<file path="config.mk">
export PLATFORM = sky130hd
export DESIGN_NAME = wb_gpio
export DESIGN_NICKNAME = d
export VERILOG_FILES = /design/src/logic/soc_pkg.sv /design/src/logic/wb_gpio.sv
export SDC_FILE = /design/constraint.sdc
export NUM_CORES = 1
export LEC_CHECK = 0
export ABC_AREA = 0
export ABC_CLOCK_PERIOD_IN_PS = 3400
export BUFFER_PORTS_ARGS = -buffer_cell sky130_fd_sc_hd__buf_2
export CAP_MARGIN = 5
export CORE_MARGIN = 8
export CORE_UTILIZATION = 59
export DETAILED_ROUTE_END_ITERATION = 8
export GPL_ROUTABILITY_DRIVEN = 0
export GPL_TIMING_DRIVEN = 0
export PLACE_DENSITY = 0.95
export SETUP_SLACK_MARGIN = 0.05
export SLEW_MARGIN = 10
export SYNTH_ARGS = -nofsm -noshare
export SYNTH_HDL_FRONTEND = slang
export SYNTH_SLANG_ARGS = --single-unit
</file>
<file path="constraint.sdc">
create_clock -name clk_i -period 3.4 [get_ports clk_i]
set_input_delay 0.34 -clock clk_i [delete_from_list [all_inputs] [get_ports clk_i]]
set_output_delay 0.34 -clock clk_i [all_outputs]
set_load 0.005 [all_outputs]
</file>
<file path="src/logic/soc_pkg.sv">
//--------------------------------------------------
// Shared definitions of the peripheral SoC
// Bus widths, Wishbone request/response structs,
// interrupt vector, register offsets, address map
//--------------------------------------------------
package soc_pkg;

	//--------------------------------------------------
	// Bus widths
	//--------------------------------------------------
	localparam int DATA_W = 32;
	localparam int ADDR_W = 32;
	localparam int SEL_W  = 4;

	// Master to slave
	typedef struct packed {
		logic [ADDR_W-1:0] adr;
		logic [DATA_W-1:0] dat;
		logic [SEL_W-1:0]  sel;
		logic              we;
		logic              cyc;
		logic              stb;
	} wb_req_t;

	// Slave to master
	typedef struct packed {
		logic [DATA_W-1:0] dat;
		logic              ack;
	} wb_rsp_t;

	// Interrupt lines, all active high
	typedef struct packed {
		logic timer1;
		logic gpio;
		logic timer0;
	} irq_vec_t;

	// Decoder targets
	typedef enum logic [1:0] {
		SLV_BRAM,
		SLV_TIMER,
		SLV_GPIO,
		SLV_NONE
	} slave_e;

	// Timer word offsets, bit 2 picks the channel
	typedef enum logic [2:0] {
		TMR_TCR0     = 3'd0,
		TMR_COMPARE0 = 3'd1,
		TMR_COUNTER0 = 3'd2,
		TMR_TCR1     = 3'd4,
		TMR_COMPARE1 = 3'd5,
		TMR_COUNTER1 = 3'd6
	} timer_reg_e;

	// GPIO word offsets
	typedef enum logic [1:0] {
		GPIO_IN       = 2'd0,
		GPIO_OUT      = 2'd1,
		GPIO_IRQ_MASK = 2'd2,
		GPIO_IRQ_PEND = 2'd3
	} gpio_reg_e;

	// Timer control bits
	localparam int TCR_EN    = 0;
	localparam int TCR_AR    = 1;
	localparam int TCR_IRQEN = 2;
	localparam int TCR_MATCH = 3;

	//--------------------------------------------------
	// Address map, region field is adr[31:17]
	//--------------------------------------------------
	localparam int REGION_LSB = 17;
	localparam int REGION_W   = ADDR_W - REGION_LSB;

	localparam logic [REGION_W-1:0] REGION_BRAM  = 15'h0000;
	localparam logic [REGION_W-1:0] REGION_TIMER = 15'h7001;
	localparam logic [REGION_W-1:0] REGION_GPIO  = 15'h7002;

endpackage
</file>
<file path="src/logic/wb_gpio.sv">
//--------------------------------------------------
// Wishbone GPIO with 32 inputs and 32 outputs
// Input changes latch into IRQ_PEND, irq_o when
// a pending bit is unmasked
//--------------------------------------------------
`timescale 1ns/1ps

module wb_gpio (
	input  logic             clk_i,
	input  logic             arst_n_i,
	input  soc_pkg::wb_req_t req_i,
	output soc_pkg::wb_rsp_t rsp_o,
	input  logic [31:0]      gpio_i,
	output logic [31:0]      gpio_o,
	output logic             irq_o
);

	localparam int BYTE_W = soc_pkg::DATA_W / soc_pkg::SEL_W;

	soc_pkg::gpio_reg_e         reg_off;
	logic                       access;
	logic                       wr;
	logic                       ack_q;
	logic [soc_pkg::DATA_W-1:0] dat_q;
	logic [soc_pkg::DATA_W-1:0] rd_dat;
	logic [soc_pkg::DATA_W-1:0] wr_mask;
	logic [31:0]                meta_q;
	logic [31:0]                sync_q;
	logic [31:0]                in_q;
	logic [31:0]                out_q;
	logic [31:0]                mask_q;
	logic [31:0]                pend_q;
	logic [31:0]                pend_clr;

	assign reg_off = soc_pkg::gpio_reg_e'(req_i.adr[3:2]);
	assign access  = req_i.cyc && req_i.stb && !ack_q;
	assign wr      = access && req_i.we;

	// Byte lanes of a write
	always_comb begin
		for (int b = 0; b < soc_pkg::SEL_W; b++) begin
			wr_mask[b*BYTE_W +: BYTE_W] = {BYTE_W{req_i.sel[b]}};
		end
	end

	// Write 1 to clear pending bits
	assign pend_clr = (wr && reg_off == soc_pkg::GPIO_IRQ_PEND) ? (req_i.dat & wr_mask) : '0;

	//--------------------------------------------------
	// Registers
	//--------------------------------------------------
	always_ff @(posedge clk_i or negedge arst_n_i) begin
		if (!arst_n_i) begin
			meta_q <= '0;
			sync_q <= '0;
			in_q   <= '0;
			out_q  <= '0;
			mask_q <= '0;
			pend_q <= '0;
		end else begin
			// Two-stage synchronizer, then IN
			meta_q <= gpio_i;
			sync_q <= meta_q;
			in_q   <= sync_q;
			// Change detect has priority over clear
			pend_q <= (pend_q & ~pend_clr) | (in_q ^ sync_q);
			if (wr && reg_off == soc_pkg::GPIO_OUT) begin
				out_q <= (out_q & ~wr_mask) | (req_i.dat & wr_mask);
			end
			if (wr && reg_off == soc_pkg::GPIO_IRQ_MASK) begin
				mask_q <= (mask_q & ~wr_mask) | (req_i.dat & wr_mask);
			end
		end
	end

	always_comb begin
		case (reg_off)
			soc_pkg::GPIO_IN:       rd_dat = in_q;
			soc_pkg::GPIO_OUT:      rd_dat = out_q;
			soc_pkg::GPIO_IRQ_MASK: rd_dat = mask_q;
			default:                rd_dat = pend_q;
		endcase
	end

	always_ff @(posedge clk_i or negedge arst_n_i) begin
		if (!arst_n_i) begin
			ack_q <= 1'b0;
		end else begin
			ack_q <= access;
		end
	end

	always_ff @(posedge clk_i) begin
		if (access) begin
			dat_q <= rd_dat;
		end
	end

	assign rsp_o.dat = dat_q;
	assign rsp_o.ack = ack_q;
	assign gpio_o    = out_q;
	assign irq_o     = |(pend_q & mask_q);

endmodule

</file>
== Yosys cells after proc, flatten, opt, wreduce, memory -nomap -nowiden ==
Index checks and enable logic that the tools add are counted.
Storage, ports and cells
  ROM bits: 0
  output and inout bits: 66
  logic and storage cells: 33
  bits of input ports: 105
  bits in writable memories: 0
  latch bits: 0
  register bits after elaboration: 225
  memories kept: 0
Operators by class
  equality and inequality tests: 3
  bitwise gates (word level): 11
  multipliers: 0
  $lt $le $gt $ge: 0
  add/subtract/negate cells: 0
  shift-type cells: 0
  div/mod/pow operators: 0
  reductions and logical operators: 9
  mux-type cells: 2
Operators with widths (count)
  32-bit bitwise AND: 5
  32-bit OR: 3
  32-bit one-hot mux with 3 select lines: 1
  32-bit NOT: 2
  32-bit 2-to-1 mux: 1
  32-bit OR reduction: 1
  32-bit bitwise XOR: 1
  1-bit logical AND: 6
  2-bit == test (second input constant): 2
  2-bit by 1-bit == test with 1-bit output (second input constant): 1
  2-bit zero test: 1
  1-bit zero test: 1

== Longest topological paths before layout ==
Gate-level depths: netlist of run 1.
  word-level depth: 8
  mapped depth: 6
  mapped depth without buffers: 3

== Worst setup path after synthesis of run 1 ==
Ideal clock, no wire load.
  path kind: register to register
  start point: reg ack_q
  end point: reg dat_q[0] in the netlist's numbering, enable pin
  clock period less this slack: 2.202 ns
  path buffers: 0
  path slack: 1.198 ns
  setup time: 0.423 ns
  cell stages (with the launch flop): 2
  required time: 2.977 ns
  arrival: 1.779 ns
  path through: dfrtp_1 -> nor2_1
Between the ends
  cells in the longest elaborated chain, start to end: 2
Ends and longest elaborated chain
  start, declared: line wb_gpio.sv:23  | logic ack_q;
  start signal, assigned: line wb_gpio.sv:89  | ack_q <= access;
  1-bit zero test: line wb_gpio.sv:36  | assign access = req_i.cyc && req_i.stb && !ack_q;
  1-bit logical AND: line wb_gpio.sv:36
  named net access: line wb_gpio.sv:21  | logic access;
  end signal, assigned: line wb_gpio.sv:95  | dat_q <= rd_dat;
  end, declared: line wb_gpio.sv:24  | logic [soc_pkg::DATA_W-1:0] dat_q;
The timed path passes the listed nets, and every way through them passes these cells.
A chain may end at the register's enable or synchronous reset.

== Worst setup path in the final report of run 1 ==
  start point: reg pend_q[13]
  end point: out irq_o
Between the ends
  cells in the longest elaborated chain, start to end: 2
Ends and longest elaborated chain
  start, declared: line wb_gpio.sv:32  | logic [31:0] pend_q;
  start signal, assigned: line wb_gpio.sv:66  | pend_q <= (pend_q & ~pend_clr) | (in_q ^ sync_q);
  32-bit bitwise AND: line wb_gpio.sv:102  | assign irq_o = |(pend_q & mask_q);
  32-bit OR reduction: line wb_gpio.sv:102
  end, declared: line wb_gpio.sv:15  | output logic irq_o
Every way passes these cells.

==> impl_metrics.json, run 1 <==
{
  "slew_violations": 0,
  "synth.area.top_cells": "dfrtp_1 (55%), edfxtp_1 (11%), mux2_4 (11%)",
  "synth_common_cells": "dfrtp_1 (193), mux2_4 (64), nand4_1 (36)",
  "setup_viol": 0,
  "clockBufferDepth": 3,
  "hold_path.class": "in -> reg",
  "rows": 44,
  "timing.rr.start": "ack_q",
  "fin_nets": 815,
  "cts_setup_buffers": 0,
  "relSlewSlack": 0.528,
  "end_kind": "primary output",
  "worst_slew_pin_slew_ps": 709,
  "path_clk_slew_ps": 60,
  "ios": 171,
  "hold_buffers": 33,
  "clockRootBuffer": "clkbuf_16",
  "power.clock.fraction": 0.397,
  "dieArea_um2": 19200,
  "p_comb_frac": 0.121,
  "dpl.hpwl_mm": 15.0,
  "dieWidth_um": 138,
  "synth_area_leader_cell": "dfrtp_1",
  "yosysWarnings": 0,
  "holdCritStartpoint": "req_i[33]",
  "initial_core_util": 0.607,
  "finalWirelength_mm": 22.8,
  "synthFlopType": "dfrtp_1",
  "max_freq_ghz": 0.404,
  "r2r_end": "pend_q[1]",
  "p_int_mw": 4.98,
  "drc_errors": 0,
  "cts_tree": "built",
  "netlist_instances": 514,
  "yosysTopAreaCellShare": 0.546,
  "powerDensity_nw_per_um2": 599,
  "r2r_cells": 4,
  "synth_seq_area_share": 0.654,
  "synth_cell_types": 24,
  "fillers": 817,
  "async_reset_ff_frac": 0.858,
  "start_kind": "register",
  "core_um2": 14600,
  "grt-ovfl-total": 0,
  "htree_levels": 1,
  "hold_viol": 0,
  "die_y_um": 138,
  "hold_depth": 2,
  "clk_latency_ps": 510,
  "grt_start_max_net_pins": 101,
  "grt_antenna_before_repair": 0,
  "cp.arrival_ps": 2140,
  "grt_pass1_wl_mm": 35.6,
  "path_class": "reg -> out",
  "period_minus_slack_ps": 2480,
  "area_delta_synth_final_pct": 23.6,
  "synth_nets": 619,
  "outcome": "finished, final reports clean",
  "required_ps": 3060,
  "wire_per_inst_um": 25.1,
  "drt.antenna.violating_nets": 0,
  "multiInputGateArea_um2": 2760,
  "utilization": 0.750,
  "grt_pass1_vias": 6099,
  "ys_ff_latch": 225,
  "ir_drop_mv": 0.477,
  "grt_setup_unrepaired": "no",
  "tns_ps": 0,
  "portBuffers": 136,
  "syn_area_per_cell_um2": 17.2,
  "p_sw_frac": 0.240,
  "cts_buffers": 23,
  "p_sw_mw": 1.57,
  "via_per_inst": 6.12,
  "vias": 5579,
  "synth_area_um2": 8850,
  "drive_gt1_frac": 0.412,
  "yosysMostFrequentCell": "dfrtp_1",
  "synth_edf_count": 32,
  "reg2reg_slack_ps": 1680,
  "cts_repair_resize_count": 0,
  "dr.pass1.iters": 5,
  "regArea_um2": 5790,
  "max-cap-violations": 0,
  "finClkSkew_ps": 10.0,
  "drtIter0Drc": 494,
  "seqPwrFrac": 0.482,
  "p_leak_nw": 4.69,
  "critPathMaxFanout": 3,
  "track_usage": 0.235,
  "min_period_over_period": 0.728,
  "cts.sinks": 225
}
## cells by family after synthesis
group	share of synthesized area
AOI/OAI and AO/OA	0.0317
xor gates and xnor gates	0.0317
buffers and inverters	0.0346
DFF	0.654
muxes	0.193
and+or+nand+nor	0.0553
## routing by layer
layer,global-route usage,vias up,part of all wire
li1,-,2302,-
met1,0.300,2890,0.38
met2,0.393,332,0.51
met3,0.0497,55,0.079
met4,0.0807,0,0.030
met5,0,-,0
## cell type report
class / count / share of cell area
Sequential cell: 225 / 0.529
Tap cell: 184 / 0.0210
Buffer: 30 / 0.0280
Clock buffer: 30 / 0.0578
Antenna cell: 1 / 0.000229
Clock inverter: 11 / 0.0128
Timing Repair Buffer: 171 / 0.0984
Multi-Input combinational cell: 259 / 0.252
## cell usage in the layout (no fill, tap or decap), types with 26 or more instances in the layout
cell | Yosys | routed
nand4_1 | 36 | 36
dlygate4sd3_1 | 0 | 33
buf_2 | 6 | 141
nand2_1 | 33 | 33
mux2_4 | 64 | 64
edfxtp_1 | 32 | 32
o21ai_0 | 32 | 32
mux4_2 | 26 | 26
xnor2_1 | 32 | 32
dfrtp_1 | 193 | 193
## through the flow
step	power, mW	cell area [um2]	worst slack, ps	hold WS [ps]	std cells
6_report	6.55	10900	924	105	911
3_5_place_dp	3.95	9830	1490	335	836
4_1_cts	6.55	10900	912	94.8	910
5_1_grt	6.74	10900	851	98.0	910
3_3_place_gp	3.89	9760	-846	332	834
2_1_floorplan	3.58	8850	1200	44.4	514
## critical path, cell delays in order (launching register included)
cell,delay [ps]
dfrtp_1,390
a22oi_1,320
nand4_1,210
or4_1,550
buf_2,150
## worst max-delay path by stage
| stage | startpoint | endpoint | slack [ps] | depth (start not counted) |
|---|---|---|---|---|
| after floorplan | ack_q | dat_q[0] | 1200 | 1 |
| after global placement | arst_n_i | sync_q[8] | -850 | 1 |
| after detailed placement | register | irq_o | 1490 | 4 |
| after CTS | register | irq_o | 910 | 4 |
| after global routing | register | irq_o | 850 | 4 |
| final | pend_q[13] | irq_o | 920 | 4 |
## power by group through the flow
stage / clock network (mW) / logic [mW] / registers, mW
2_1_floorplan: 0 / 0.440 / 3.14
3_3_place_gp: 0 / 0.716 / 3.17
3_5_place_dp: 0 / 0.760 / 3.19
4_1_cts: 2.61 / 0.799 / 3.15
5_1_grt: 2.71 / 0.850 / 3.18
6_report: 2.60 / 0.795 / 3.16
(Power assumes the default switching activity.)
==> inputs of run 2 (changes only) <==
--- a/config.mk
+++ b/config.mk
@@ -6,15 +6,15 @@
 export NUM_CORES = 1
 export LEC_CHECK = 0
 export ABC_AREA = 0
-export ABC_CLOCK_PERIOD_IN_PS = 3400
+export ABC_CLOCK_PERIOD_IN_PS = 2600
 export BUFFER_PORTS_ARGS = -buffer_cell sky130_fd_sc_hd__buf_2
 export CAP_MARGIN = 5
 export CORE_MARGIN = 8
-export CORE_UTILIZATION = 59
+export CORE_UTILIZATION = 55
 export DETAILED_ROUTE_END_ITERATION = 8
 export GPL_ROUTABILITY_DRIVEN = 0
 export GPL_TIMING_DRIVEN = 0
-export PLACE_DENSITY = 0.95
+export PLACE_DENSITY = 0.9
 export SETUP_SLACK_MARGIN = 0.05
 export SLEW_MARGIN = 10
 export SYNTH_ARGS = -nofsm -noshare
==> constraint.sdc (replaced) <==
create_clock -name clk_i -period 2.6 [get_ports clk_i]
set_input_delay 0.26 -clock clk_i [delete_from_list [all_inputs] [get_ports clk_i]]
set_output_delay 0.26 -clock clk_i [all_outputs]
set_load 0.005 [all_outputs]
==> run 2 against run 1 <==
Against the previous run: clock skew up 6.7 ps; flip-flop and latch count unchanged; non-clock buffer count unchanged; sequential power up 31%; utilization down 5.6 points; register-to-register slack worse by 810 ps; critical endpoint unchanged; largest cell class unchanged.
==> impl_metrics.json, run 2 (synthesis results as in run 1) <==
{
  "regArea_um2": 5790,
  "clockBufferDepth": 3,
  "holdCritStartpoint": "req_i[26]",
  "seqPwrFrac": 0.486,
  "cts.sinks": 225,
  "p_comb_frac": 0.122,
  "critPathMaxFanout": 3,
  "drc_errors": 0,
  "path_class": "reg -> out",
  "max-cap-violations": 0,
  "fin_nets": 815,
  "grt_antenna_before_repair": 1,
  "outcome": "finished, final reports clean",
  "via_per_inst": 5.86,
  "rows": 46,
  "power.clock.fraction": 0.392,
  "drive_gt1_frac": 0.413,
  "finClkSkew_ps": 16.7,
  "portBuffers": 136,
  "drtIter0Drc": 544,
  "worst_slew_pin_slew_ps": 727,
  "cts_repair_resize_count": 0,
  "initial_core_util": 0.559,
  "worst-path-buf-inv": 1,
  "dpl.hpwl_mm": 15.1,
  "path_clk_slew_ps": 60,
  "timing.rr.start": "ack_q",
  "p_int_mw": 6.52,
  "p_sw_frac": 0.233,
  "worstSetupStartpoint": "pend_q[13]",
  "p_leak_nw": 4.70,
  "wire_per_inst_um": 23.9,
  "grt_start_max_net_pins": 116,
  "multiInputGateArea_um2": 2760,
  "min_period_over_period": 0.954,
  "hold_viol": 0,
  "relSlewSlack": 0.515,
  "drt.antenna.violating_nets": 0,
  "finalWirelength_mm": 22.5,
  "max_freq_ghz": 0.403,
  "dieArea_um2": 20400,
  "die_y_um": 143,
  "htree_levels": 1,
  "fillers": 972,
  "dieWidth_um": 143,
  "power_mw": 8.49,
  "slowest_stage": "or4_1",
  "crit_chain": "a22oi_1, nand4_1, or4_1, buf_2",
  "start_kind": "register",
  "ios": 171,
  "clk_latency_ps": 510,
  "area_delta_synth_final_pct": 24.0,
  "powerDensity_nw_per_um2": 774,
  "cts_buffers": 23,
  "cpLargestDelayFamily": "simple AND/OR/NAND/NOR gates",
  "dr.pass1.iters": 4,
  "critical-path-max-stage-delay_ps": 560,
  "grt-ovfl-total": 0,
  "cts_tree": "built",
  "final_cell_mix": "dfrtp_1 (193), buf_2 (141), mux2_4 (64)",
  "grt_pass1_wl_mm": 34.7,
  "cp.arrival_ps": 2220,
  "grt_pass1_vias": 6105,
  "p_sw_mw": 1.98,
  "vias": 5522,
  "setup_viol": 0,
  "clockRootBuffer": "clkbuf_16",
  "end_kind": "primary output",
  "final_common_cell": "dfrtp_1",
  "track_usage": 0.225,
  "slew_violations": 0,
  "hold_path.class": "in -> reg",
  "required_ps": 2340,
  "grt_setup_unrepaired": "no",
  "utilization": 0.694,
  "core_um2": 15800,
  "period_minus_slack_ps": 2480,
  "ir_drop_mv": 0.553
}
## run 2: what timing repair did
item,in CTS,in global routing
hold buffers,33,0
buffers inserted,0,0
endpoints found under the hold margin,110,0
setup endpoints to repair,0,0
## run 2: power by group through the flow
stage / Clock, mW / Sequential (mW) / Combinational, mW
global placement: 0 / 4.15 / 0.940
floorplan: 0 / 4.11 / 0.576
global route: 3.50 / 4.16 / 1.11
finish: 3.33 / 4.13 / 1.03
CTS: 3.37 / 4.12 / 1.04
detailed placement: 0 / 4.18 / 0.994
## run 2: per-stage QoR
| step | TNS (ps) | hold WS, ps | setup slack, ps | cell area [um2] | std cells |
|---|---|---|---|---|---|
| after floorplan | 0 | -35.6 | 398 | 8850 | 514 |
| after global placement | -320400 | 331 | -1570 | 9800 | 866 |
| after detailed placement | 0 | 277 | 716 | 9870 | 868 |
| after CTS | 0 | 7.20 | 169 | 11000 | 940 |
| after global routing | 0 | 6.69 | 87.1 | 11000 | 940 |
| final | 0 | 14.1 | 119 | 11000 | 942 |
## run 2: worst register-to-register path, cell delays in order (launching register included)
cell,delay (ps)
dfrtp_1,430
nand4b_1,350
clkbuf_1,420
o21ai_0,310
nand2_1,100
## run 2: layout make-up
type / instances / share of cell area
multi-input combinational: 259 / 0.252
sequential: 225 / 0.527
antenna: 2 / 0.000456
clock inverter: 5 / 0.00752
timing repair buffer: 171 / 0.0980
tap: 216 / 0.0246
clock buffer: 34 / 0.0626
buffer: 30 / 0.0279
## run 2: per-layer routing
layer	vias to the layer above	global-route usage	part of all wire
met2	296	0.377	0.51
met1	2862	0.274	0.38
met3	67	0.0508	0.073
met4	2	0.101	0.040
li1	2295	-	-
met5	-	0	0.00049
## run 2: worst paths after layout
| path | endpoint | slack (ps) | cells after the start |
|---|---|---|---|
| worst min-delay path | register | 10 | 2 |
| worst min register to register | sync_q[18] | 340 | 0 |
| worst max register to register | pend_q[19] | 870 | 4 |
| worst max-delay path | irq_o | 120 | 4 |
| min in group asynchronous | meta_q[10] | 320 | 2 |
| max in group asynchronous | sync_q[7] | 1370 | 3 |
==> inputs of run 3 (changes only) <==
--- a/config.mk
+++ b/config.mk
@@ -9,12 +9,15 @@
 export ABC_CLOCK_PERIOD_IN_PS = 2600
 export BUFFER_PORTS_ARGS = -buffer_cell sky130_fd_sc_hd__buf_2
 export CAP_MARGIN = 5
+export CELL_PAD_IN_SITES_DETAIL_PLACEMENT = 1
+export CELL_PAD_IN_SITES_GLOBAL_PLACEMENT = 2
 export CORE_MARGIN = 8
-export CORE_UTILIZATION = 55
+export CORE_UTILIZATION = 39
+export CTS_CLUSTER_DIAMETER = 200
 export DETAILED_ROUTE_END_ITERATION = 8
 export GPL_ROUTABILITY_DRIVEN = 0
 export GPL_TIMING_DRIVEN = 0
-export PLACE_DENSITY = 0.9
+export PLACE_DENSITY = 0.89
 export SETUP_SLACK_MARGIN = 0.05
 export SLEW_MARGIN = 10
 export SYNTH_ARGS = -nofsm -noshare
==> run 3 against run 2 <==
Against the previous run: design area rose by 0.98%; routed wire length up 12%; hold slack better by 6.7 ps; largest power group unchanged; die area increased by 36%; non-clock buffer count is 4 higher; sequential share of layout area fell by 0.51 points; sequential power about the same; largest cell class unchanged; worst setup slack improved by 81 ps; total power rose by 0.15%; critical path depth unchanged; register-to-register slack worse by 110 ps; first-iteration DRC count is 49% lower.
==> impl_metrics.json, run 3 (synthesis results as in run 1) <==
{
  "path_clk_slew_ps": 70,
  "drt.antenna.violating_nets": 0,
  "core_um2": 22400,
  "pre_cts_ws_ps": 653,
  "cts_tree": "built",
  "drive_gt1_frac": 0.408,
  "dpl.cell_count": 937,
  "end_kind": "primary output",
  "hold_viol": 0,
  "clockRootBuffer": "clkbuf_16",
  "top_usage_layer": "met2",
  "grt-ovfl-total": 0,
  "dr.pass1.iters": 4,
  "dieArea_um2": 27800,
  "clk_latency_ps": 510,
  "fin_nets": 820,
  "grt_use_met2": 0.316,
  "max_freq_ghz": 0.417,
  "wire_per_inst_um": 24.8,
  "vias": 5343,
  "n_antenna_cell": 0,
  "path_class": "reg -> out",
  "initial_core_util": 0.395,
  "cts_setup_buffers": 0,
  "drc_errors": 0,
  "cts.sinks": 225,
  "ir_drop_mv": 0.439,
  "grt_util_met1": 0.232,
  "track_usage": 0.183,
  "slowest_stage": "or4_1",
  "fillers": 2186,
  "dpl.hpwl_mm": 17.3,
  "critPathMaxFanout": 3,
  "portBuffers": 136,
  "ios": 171,
  "finClkSkew_ps": 8.73,
  "multiInputGateArea_um2": 2760,
  "start_kind": "register",
  "crit_chain": "a22oi_1, nand4_1, or4_1, buf_2",
  "final_cell_mix": "dfrtp_1 (193), buf_2 (141), mux2_4 (64)",
  "clockBufferDepth": 3,
  "p_leak_nw": 4.71,
  "finalWorstSetupSlack_ps": 200,
  "max-cap-violations": 0,
  "drtIter0Drc": 276,
  "final_common_cell": "dfrtp_1",
  "fin_cells": 1018,
  "dieWidth_um": 167,
  "htree_levels": 1,
  "worst_slew_pin_slew_ps": 736,
  "setup_viol": 0,
  "grt_pass1_vias": 6297,
  "utilization": 0.494,
  "hold_path.class": "in -> reg",
  "via_per_inst": 5.25,
  "cp.arrival_ps": 2140,
  "die_y_um": 167,
  "slew_violations": 0,
  "min_period_over_period": 0.923,
  "area_delta_synth_final_pct": 25.3,
  "critical-path-max-stage-delay_ps": 580,
  "rows": 55,
  "grt_setup_unrepaired": "no",
  "outcome": "finished, final reports clean",
  "power_mw": 8.51,
  "regArea_um2": 5790,
  "grt_pass1_wl_mm": 39.2,
  "finalWirelength_mm": 25.2,
  "grt_start_max_net_pins": 113,
  "required_ps": 2340,
  "cts_buffers": 24,
  "grt_antenna_before_repair": 1,
  "relSlewSlack": 0.509,
  "period_minus_slack_ps": 2400,
  "grt_util_met3": 0.0362,
  "powerDensity_nw_per_um2": 767,
  "worst_hold_slack_ps": 20.8
}
[run 3: cell type report]
| type | instances | area share |
|---|---|---|
| clock inverter | 8 | 0.00598 |
| multi-input combinational | 259 | 0.249 |
| timing repair buffer | 175 | 0.100 |
| buffer | 30 | 0.0276 |
| tap | 285 | 0.0322 |
| clock buffer | 36 | 0.0629 |
| sequential | 225 | 0.522 |
[run 3: worst max-delay path, delay by kind of cell (launching register included)]
family                 cells  cell delay (ps)
AOI/OAI and AO/OA          1              310
buffers and inverters      1              150
DFF                        1              400
and+or+nand+nor            2              770
[run 3: final timing paths]
path,cells after the start,slack [ps],start,to
max,4,200,pend_q[13],irq_o
min,2,20,req_i[31],register
max reg2reg,4,760,ack_q,pend_q[3]
min reg2reg,0,350,meta_q[12],sync_q[12]
max in group asynchronous,3,1290,arst_n_i,pend_q[15]
min in group asynchronous,2,320,arst_n_i,sync_q[5]
[run 3: where the power goes]
| group | leakage, nW | switching [mW] | total [mW] | internal [mW] |
|---|---|---|---|---|
| Combinational | 1.79 | 0.445 | 1.06 | 0.612 |
| Clock | 0.374 | 1.37 | 3.32 | 1.95 |
| Sequential | 2.54 | 0.241 | 4.13 | 3.89 |
[run 3: what timing repair did]
| action | in CTS | in global routing |
|---|---|---|
| resized for setup | 0 | 0 |
| hold endpoints to repair | 117 | 0 |
| hold buffers | 37 | 0 |
[run 3: through the flow]
| stage | instance area, um2 | TNS, ps |
|---|---|---|
| 4_1_cts | 11100 | 0 |
| 5_1_grt | 11100 | 0 |
| 3_5_place_dp | 9950 | 0 |
| 3_3_place_gp | 9890 | -350050 |
| 6_report | 11100 | 0 |
| 2_1_floorplan | 8850 | 0 |
[run 3: per-layer routing]
| metal | part of all wire | up-vias |
|---|---|---|
| met1 | 0.42 | 2846 |
| met5 | 0.00036 | - |
| met3 | 0.048 | 40 |
| met4 | 0.020 | 2 |
| met2 | 0.51 | 148 |
| li1 | - | 2307 |
